## config.mk

```make
export PLATFORM = sky130hd
export DESIGN_NAME = vfdsu_ctrl_top
export DESIGN_NICKNAME = d
export VERILOG_FILES = /design/src/hdl/vfdsu_pkg.sv /design/src/hdl/srt_round_ctrl.sv /design/src/hdl/div_wb_fsm.sv /design/src/hdl/vfdsu_ctrl_top.sv
export VERILOG_INCLUDE_DIRS = /design/src /design/src/hdl
export SDC_FILE = /design/constraint.sdc
export NUM_CORES = 1
export LEC_CHECK = 0
export ABC_AREA = 1
export BUFFER_PORTS_ARGS = -buffer_cell sky130_fd_sc_hd__buf_2
export CAP_MARGIN = 20
export CORE_UTILIZATION = 40
export CTS_BUF_LIST = sky130_fd_sc_hd__clkbuf_2 sky130_fd_sc_hd__clkbuf_4 sky130_fd_sc_hd__clkbuf_8
export DETAILED_ROUTE_END_ITERATION = 8
export REMOVE_ABC_BUFFERS = 1
export SETUP_SLACK_MARGIN = 0.05
export SLEW_MARGIN = 40
export SYNTH_ARGS = -nofsm -noshare
export SYNTH_HDL_FRONTEND = slang
export SYNTH_HIERARCHICAL = 1
export SYNTH_SLANG_ARGS = --single-unit
```

## constraint.sdc

```tcl
create_clock -name srt_sm_clk -period 2.06 [get_ports srt_sm_clk]
set_input_delay 0.412 -clock srt_sm_clk [delete_from_list [all_inputs] [get_ports srt_sm_clk]]
set_output_delay 0.412 -clock srt_sm_clk [all_outputs]
set_load 0.05 [all_outputs]
```

## src/hdl/vfdsu_defines.svh

```systemverilog
`ifndef VFDSU_DEFINES_SVH
`define VFDSU_DEFINES_SVH

// ==============================
// srt round counter
// ==============================

// counter width, wide enough for the double start count
`define VFDSU_SRT_CNT_W 5

// start counts, loaded when ex1 pipes down
// double precision
`define VFDSU_SRT_CNT_DOUBLE 5'd13
// single precision
`define VFDSU_SRT_CNT_SINGLE 5'd6
// half precision, neither double nor single set
`define VFDSU_SRT_CNT_HALF 5'd3

// ==============================
// write-back state machine
// ==============================

// state register width
// bit 2 marks the busy states
`define VFDSU_DIV_ST_W 4

`endif

```

## src/hdl/vfdsu_pkg.sv

```systemverilog
`include "vfdsu_defines.svh"

package vfdsu_pkg;

  // ==============================
  // datapath side types
  // ==============================

  // operand precision
  // both bits clear means half
  typedef struct packed {
    logic double;
    logic single;
  } fdsu_prec_t;

  // srt status from the datapath, a level during ex2
  typedef struct packed {
    logic rem_zero;
    logic skip_srt;
  } srt_status_t;

  // srt iteration flags toward the datapath
  typedef struct packed {
    logic on;
    logic first_round;
    logic secd_round;
  } srt_round_t;

  // stage pipedown strobes
  typedef struct packed {
    logic ex1;
    logic ex2;
    logic ex3;
  } stage_strobe_t;

  // ==============================
  // write-back state encoding
  // ==============================

  // bit 2 set on rf, ex1, ex2 and wb_req
  typedef enum logic [`VFDSU_DIV_ST_W-1:0] {
    IDLE   = 4'b0000,
    RF     = 4'b0100,
    EX1    = 4'b0101,
    EX2    = 4'b0110,
    WB_REQ = 4'b0111,
    WB     = 4'b1000
  } div_state_e;

endpackage

```

## src/hdl/srt_round_ctrl.sv

```systemverilog
`include "vfdsu_defines.svh"

module srt_round_ctrl (
  input  logic                   srt_sm_clk,
  input  logic                   cpurst_b,
  input  logic                   flush,
  input  logic                   ex1_pipedown,
  input  vfdsu_pkg::fdsu_prec_t  ex1_prec,
  input  vfdsu_pkg::fdsu_prec_t  ex2_prec,
  input  vfdsu_pkg::srt_status_t srt_status,
  output vfdsu_pkg::srt_round_t  srt_round,
  output logic                   srt_last_round
);

  localparam int CW = `VFDSU_SRT_CNT_W;

  // two-state srt machine
  localparam logic SRT_IDLE = 1'b0;
  localparam logic SRT_BUSY = 1'b1;

  logic          srt_cur_state;
  logic          srt_nxt_state;
  logic          srt_sm_on;
  logic [CW-1:0] srt_cnt;
  logic [CW-1:0] srt_cnt_ini;
  logic          srt_cnt_zero;
  logic          secd_round_pre;
  logic          first_round_q;
  logic          secd_round_q;

  // start count per precision
  // double wins over single, half otherwise
  function automatic logic [CW-1:0] start_cnt(input vfdsu_pkg::fdsu_prec_t prec);
    logic [CW-1:0] cnt;
    if (prec.double)
      cnt = `VFDSU_SRT_CNT_DOUBLE;
    else if (prec.single)
      cnt = `VFDSU_SRT_CNT_SINGLE;
    else
      cnt = `VFDSU_SRT_CNT_HALF;
    return cnt;
  endfunction

  // ==============================
  // srt state machine
  // ==============================

  always_ff @(posedge srt_sm_clk or negedge cpurst_b)
  begin
    if (!cpurst_b)
      srt_cur_state <= SRT_IDLE;
    else if (flush)
      srt_cur_state <= SRT_IDLE;
    else
      srt_cur_state <= srt_nxt_state;
  end

  // leave idle on ex1 pipedown
  // back to idle on the last round
  always_comb
  begin
    case (srt_cur_state)
      SRT_IDLE:
      begin
        if (ex1_pipedown)
          srt_nxt_state = SRT_BUSY;
        else
          srt_nxt_state = SRT_IDLE;
      end
      SRT_BUSY:
      begin
        if (srt_last_round)
          srt_nxt_state = SRT_IDLE;
        else
          srt_nxt_state = SRT_BUSY;
      end
      default:
        srt_nxt_state = SRT_IDLE;
    endcase
  end

  assign srt_sm_on = (srt_cur_state == SRT_BUSY);

  // last round on any of three
  // counter run out, remainder zero, or no srt needed
  assign srt_cnt_zero   = ~|srt_cnt;
  assign srt_last_round = srt_sm_on &&
                          (srt_cnt_zero || srt_status.rem_zero || srt_status.skip_srt);

  // ==============================
  // round counter
  // ==============================

  assign srt_cnt_ini = start_cnt(ex1_prec);

  // load at ex1 pipedown, then one down per busy cycle
  always_ff @(posedge srt_sm_clk or negedge cpurst_b)
  begin
    if (!cpurst_b)
      srt_cnt <= '0;
    else if (flush)
      srt_cnt <= '0;
    else if (ex1_pipedown)
      srt_cnt <= srt_cnt_ini;
    else if (srt_sm_on)
      srt_cnt <= srt_cnt - CW'(1);
  end

  // ==============================
  // first and second round flags
  // ==============================

  // first round follows ex1 pipedown by one cycle
  always_ff @(posedge srt_sm_clk or negedge cpurst_b)
  begin
    if (!cpurst_b)
      first_round_q <= 1'b0;
    else if (flush)
      first_round_q <= 1'b0;
    else
      first_round_q <= ex1_pipedown;
  end

  // counter still at its start value means this is round one
  // no second round once round one was already the last
  assign secd_round_pre = srt_sm_on && !srt_last_round &&
                          (srt_cnt == start_cnt(ex2_prec));

  always_ff @(posedge srt_sm_clk or negedge cpurst_b)
  begin
    if (!cpurst_b)
      secd_round_q <= 1'b0;
    else if (flush)
      secd_round_q <= 1'b0;
    else
      secd_round_q <= secd_round_pre;
  end

  assign srt_round.on          = srt_sm_on;
  assign srt_round.first_round = first_round_q;
  assign srt_round.secd_round  = secd_round_q;

endmodule

```

## src/hdl/div_wb_fsm.sv

```systemverilog
module div_wb_fsm (
  input  logic srt_sm_clk,
  input  logic cpurst_b,
  input  logic flush,
  input  logic idu_fdiv_issue,
  input  logic ex1_pipedown,
  input  logic srt_last_round,
  input  logic ex2_pipedown,
  output logic div_st_ex2,
  output logic ex3_pipedown,
  output logic fdiv_busy,
  output logic inst_wb_req,
  output logic inst_vld,
  output logic debug_idle
);

  vfdsu_pkg::div_state_e div_cur_state;
  vfdsu_pkg::div_state_e div_next_state;

  logic ex3_vld;
  logic ex4_vld;

  // ==============================
  // ex2 to ex3 valid
  // ==============================

  // one-cycle valid behind the ex2 pipedown
  always_ff @(posedge srt_sm_clk or negedge cpurst_b)
  begin
    if (!cpurst_b)
      ex3_vld <= 1'b0;
    else if (flush)
      ex3_vld <= 1'b0;
    else
      ex3_vld <= ex2_pipedown;
  end

  assign ex3_pipedown = ex3_vld;

  // ==============================
  // ex3 to ex4 valid
  // ==============================

  always_ff @(posedge srt_sm_clk or negedge cpurst_b)
  begin
    if (!cpurst_b)
      ex4_vld <= 1'b0;
    else if (flush)
      ex4_vld <= 1'b0;
    else
      ex4_vld <= ex3_pipedown;
  end

  // ==============================
  // write-back state machine
  // ==============================

  always_ff @(posedge srt_sm_clk or negedge cpurst_b)
  begin
    if (!cpurst_b)
      div_cur_state <= vfdsu_pkg::IDLE;
    else if (flush)
      div_cur_state <= vfdsu_pkg::IDLE;
    else
      div_cur_state <= div_next_state;
  end

  always_comb
  begin
    div_next_state = div_cur_state;
    case (div_cur_state)
      // new issue only from idle or wb
      vfdsu_pkg::IDLE:
      begin
        if (idu_fdiv_issue)
          div_next_state = vfdsu_pkg::RF;
      end
      vfdsu_pkg::RF:
        div_next_state = vfdsu_pkg::EX1;
      // no pipex select, instruction dropped
      vfdsu_pkg::EX1:
      begin
        if (ex1_pipedown)
          div_next_state = vfdsu_pkg::EX2;
        else
          div_next_state = vfdsu_pkg::IDLE;
      end
      // srt iterations run here
      vfdsu_pkg::EX2:
      begin
        if (srt_last_round)
          div_next_state = vfdsu_pkg::WB_REQ;
      end
      // wait for the ex4 valid
      vfdsu_pkg::WB_REQ:
      begin
        if (ex4_vld)
          div_next_state = vfdsu_pkg::WB;
      end
      // back-to-back issue skips idle
      vfdsu_pkg::WB:
      begin
        if (idu_fdiv_issue)
          div_next_state = vfdsu_pkg::RF;
        else
          div_next_state = vfdsu_pkg::IDLE;
      end
      default:
        div_next_state = vfdsu_pkg::IDLE;
    endcase
  end

  // ==============================
  // status outputs
  // ==============================

  assign div_st_ex2  = (div_cur_state == vfdsu_pkg::EX2);
  // busy states share bit 2
  assign fdiv_busy   = div_cur_state[2];
  // request the write-back port one stage ahead
  assign inst_wb_req = ex3_vld;
  assign inst_vld    = (div_cur_state == vfdsu_pkg::WB);
  assign debug_idle  = (div_cur_state == vfdsu_pkg::IDLE);

endmodule

```

## src/hdl/vfdsu_ctrl_top.sv

```systemverilog
module vfdsu_ctrl_top (
  input  logic                     srt_sm_clk,
  input  logic                     cpurst_b,
  input  logic                     flush,
  input  logic                     idu_fdiv_issue,
  input  logic                     ex1_pipex_sel,
  input  vfdsu_pkg::fdsu_prec_t    ex1_prec,
  input  vfdsu_pkg::fdsu_prec_t    ex2_prec,
  input  vfdsu_pkg::srt_status_t   srt_status,
  output vfdsu_pkg::stage_strobe_t pipedown,
  output vfdsu_pkg::srt_round_t    srt_round,
  output logic                     fdiv_busy,
  output logic                     inst_wb_req,
  output logic                     inst_vld,
  output logic                     debug_idle
);

  logic ex1_pipedown;
  logic ex2_pipedown;
  logic ex3_pipedown;
  logic srt_last_round;
  logic div_st_ex2;

  // ==============================
  // stage strobes
  // ==============================

  // ex1 pipes down whenever the datapath selects it
  assign ex1_pipedown = ex1_pipex_sel;

  // ex2 done on the last srt round while in ex2
  assign ex2_pipedown = srt_last_round && div_st_ex2;

  assign pipedown = '{ex1: ex1_pipedown, ex2: ex2_pipedown, ex3: ex3_pipedown};

  // ==============================
  // controllers
  // ==============================

  // srt iteration control
  srt_round_ctrl u_srt (
    .srt_sm_clk     (srt_sm_clk),
    .cpurst_b       (cpurst_b),
    .flush          (flush),
    .ex1_pipedown   (ex1_pipedown),
    .ex1_prec       (ex1_prec),
    .ex2_prec       (ex2_prec),
    .srt_status     (srt_status),
    .srt_round      (srt_round),
    .srt_last_round (srt_last_round)
  );

  // stage valids and write-back sequencing
  div_wb_fsm u_wb (
    .srt_sm_clk     (srt_sm_clk),
    .cpurst_b       (cpurst_b),
    .flush          (flush),
    .idu_fdiv_issue (idu_fdiv_issue),
    .ex1_pipedown   (ex1_pipedown),
    .srt_last_round (srt_last_round),
    .ex2_pipedown   (ex2_pipedown),
    .div_st_ex2     (div_st_ex2),
    .ex3_pipedown   (ex3_pipedown),
    .fdiv_busy      (fdiv_busy),
    .inst_wb_req    (inst_wb_req),
    .inst_vld       (inst_vld),
    .debug_idle     (debug_idle)
  );

endmodule

```

==> run metrics <==
Synth Area per Inst roughly 6.8 um^2; Placed Cells 180; initial DRC count 12; # fillers 233; hold_buf cts 0; Final Max Tran Viols 0; Final Hold Vio Count 0; ys flop type dfrtp_1; IO buf count 20; clock transition at the registers of the reported paths around 0.090 ns; io pins 21; dpl cell area slightly above 0.001 mm^2; crit path max fanout 4; full die area 0.002550 mm^2; core footprint ~0.0022 mm^2; post-synth top area cell dfrtp_1; max frequency about 510 MHz; max-cap violations 0; GPL Wtd Cong about 0.9; HP Class input port to asynchronous set/reset pin; Synth Instances approximately 140; Leakage a little over 0.6 nW; # DRC 0; largest net degree at the start of global routing 15; final period utilization 0.9527; Total GRT Usage 0.1826; CTS Buf Count 3; Final nets around 170; #FFs+latches synth 14; Seq/Total Area, Yosys 0.3723; TritonCTS clock tree done; critical path buffer and inverter count 4; outcome finished, final reports clean; worst-path cell chain inv_2 -> ha_4 -> nand3_2 -> nand2_2 -> inv_2 -> nor2_4 -> nand2_2 -> inv_2 -> buf_8; drt first pass iters 4; critical path required time between 1.5 and 2 ns; grt met3 use 0.02727; Max clock buf depth 2; routing usage on met1 0.2424; Peak supply drop between 0.3 and 0.4 mV; CP most frequent cell inv_2; WL final about 2.1 mm; Initial Util 0.4253; die height around 51 um; Die Wd roughly 51 um; setup violators final 0; number of global-route vias before repair just over 800; Final ANT Viol Nets 0; Worst Max-Slew Pin Slew about 0.32 ns; layout cells sized above 1 0.3292; Area growth, synth to finish 20.88%; GRT overflow 0; Slew HR 0.7840; CP Data Arrival Time around 1.6 ns; design area between 0.001 and 0.0015 mm^2; Setup Skew 0.002148 ns; vias 890; list of most frequent post-synthesis cells 36 x nand2_1, 24 x nor2_1, 18 x inv_1, 14 x dfrtp_1, 11 x nand3_1; Distinct cells, synth 23; Clock Latency Late Sink between 0.2 and 0.3 ns; Place WS 0.1746 ns; count leader, synth nand2_1; # rows 17; global-route wire length before repair 3.436 mm; Syn Std Cell Area roughly 940 um^2; crit-path max cell delay ~0.4 ns; Post-synth EDFFs 0; initial antenna violation count 0; Post-DP HPWL about 1.5 mm; Yosys warning count 6; Avg WL per Cell between 10 and 15 um; fin crit period slightly below 2 ns; Sink Count 14; Power Density between 600 and 700 mW/mm^2; kind of end point of the critical path output pin; CP Class flip-flop to output pin; busiest grt layer met2; H-tree depth 1; Ant. Diodes 0; RSZ-0062 raised after global routing false; synth top area cells dfrtp_1 37%, nand2_1 14%, nor2_1 9.6%; asr flop ratio synth 1.000; non-filler cells, final 189; Yosys top cell area share 0.3723; CP top delay family flip-flops; vias per cell about 4.7; Worst Slack Setup Final ~0.098 ns; crit path launch type flip-flop; M2 GR Usage 0.2844; Root Buffer Master clkbuf_4; Crit-path slowest cell dfrtp_1
## sequential cells by signal (all words and copies together), names as in the netlist
name and count:
u_srt/first_round_q 1, u_srt/secd_round_q 1, u_srt/srt_cnt 5, u_srt/srt_cur_state 1, u_wb/div_cur_state 4, u_wb/ex3_pipedown 1, u_wb/ex4_vld 1
## layout by cell type (no fill, tap or decap)
| master | n |
|---|---|
| nand2_1 | 34 |
| nor2_1 | 23 |
| buf_2 | 19 |
| inv_1 | 14 |
| dfrtp_1 | 14 |
| nand3_1 | 10 |
| inv_2 | 9 |
| buf_4 | 5 |
| nor2_2 | 4 |
| nand2_2 | 3 |
| clkbuf_4 | 3 |
| nand3_2 | 3 |
| nor2_4 | 2 |
| o21ai_1 | 2 |
| nor3_1 | 2 |
| o21ai_0 | 2 |
| nand3b_1 | 2 |
| clkbuf_8 | 1 |
| buf_8 | 1 |
| o21bai_2 | 1 |
| a21oi_1 | 1 |
| o22ai_1 | 1 |
| ha_4 | 1 |
| nor4_1 | 1 |
| clkinv_1 | 1 |
| nand3b_2 | 1 |
| o211ai_1 | 1 |
## cells by family (layout without fill, tap and decap cells)
kind of cell / after synthesis / in the layout / share of synthesized area
and+or+nand+nor: 85 / 85 / 0.4096
adders and majority gates: 1 / 1 / 0.01330
DFF: 14 / 14 / 0.3723
AOI/OAI and AO/OA: 8 / 8 / 0.05319
buffers and inverters: 31 / 53 / 0.1516
## final timing paths
kind / start / end / slack, ns / depth (start not counted)
min in group srt_sm_clk: flush / u_wb/ex4_vld / 0.39 / 2
setup / recovery: u_srt/srt_cnt[1] / pipedown[1] / 0.1 / 9
hold reg to reg: u_wb/ex3_pipedown / u_wb/ex4_vld / 0.51 / 2
setup reg to reg: u_srt/srt_cnt[1] / u_wb/div_cur_state[2] / 0.55 / 11
hold / removal: cpurst_b / u_srt/srt_cnt[0] / 0.009 / 1
max in group asynchronous: cpurst_b / u_srt/srt_cur_state / 1.81 / 1
## report_power, final
part           internal [mW]  leakage [nW]  switching, mW  total (mW)
logic                 0.0750         0.415          0.137       0.212
registers              0.290         0.188         0.0216       0.312
clock network          0.108        0.0210         0.0941       0.202
total                  0.473         0.624          0.252       0.725
## worst register-to-register path, stage by stage (launching register included)
cell     delay, ns
dfrtp_1       0.40
inv_2         0.11
ha_4          0.16
nand3_2       0.08
nand2_2       0.08
inv_2         0.05
nor2_4        0.12
inv_1         0.06
nand3_2       0.08
nand3_2       0.10
nand3_1       0.11
nand2_1       0.07
## through the flow
stage          setup TNS [ns]  hold WS [ns]  power, mW  utilization
2_1_floorplan         -0.4843        0.1164     0.4414            -
3_3_place_gp                0        0.3337     0.4965       0.4627
3_5_place_dp                0        0.3348     0.4979       0.4627
4_1_cts                     0       0.02091     0.7121       0.4921
5_1_grt                     0       0.02103     0.7715       0.5141
6_report                    0      0.009438     0.7250       0.5141
## cell type report
type / instances / area [um^2] / area share
inverter: 24 / 90.09 / 0.07921
sequential: 14 / 350.3 / 0.3080
clock buffer: 4 / 36.28 / 0.03190
tap: 28 / 35.03 / 0.03080
timing repair buffer: 25 / 147.6 / 0.1298
multi-input combinational: 94 / 478.0 / 0.4202
## metal layers
layer	wire length, um	share of wire	vias to the layer above
li1	-	-	465
met1	979	0.47	407
met2	999	0.48	14
met3	58	0.028	4
met4	31	0.015	0
met5	0	0	-
## timing repair
item	CTS	global route
endpoints found under the hold margin	0	0
pin swaps	0	2
setup buffers	1	4
setup endpoints to repair	1	1
resized for setup	7	7
No activity file was read; power rests on OpenSTA's default activity.
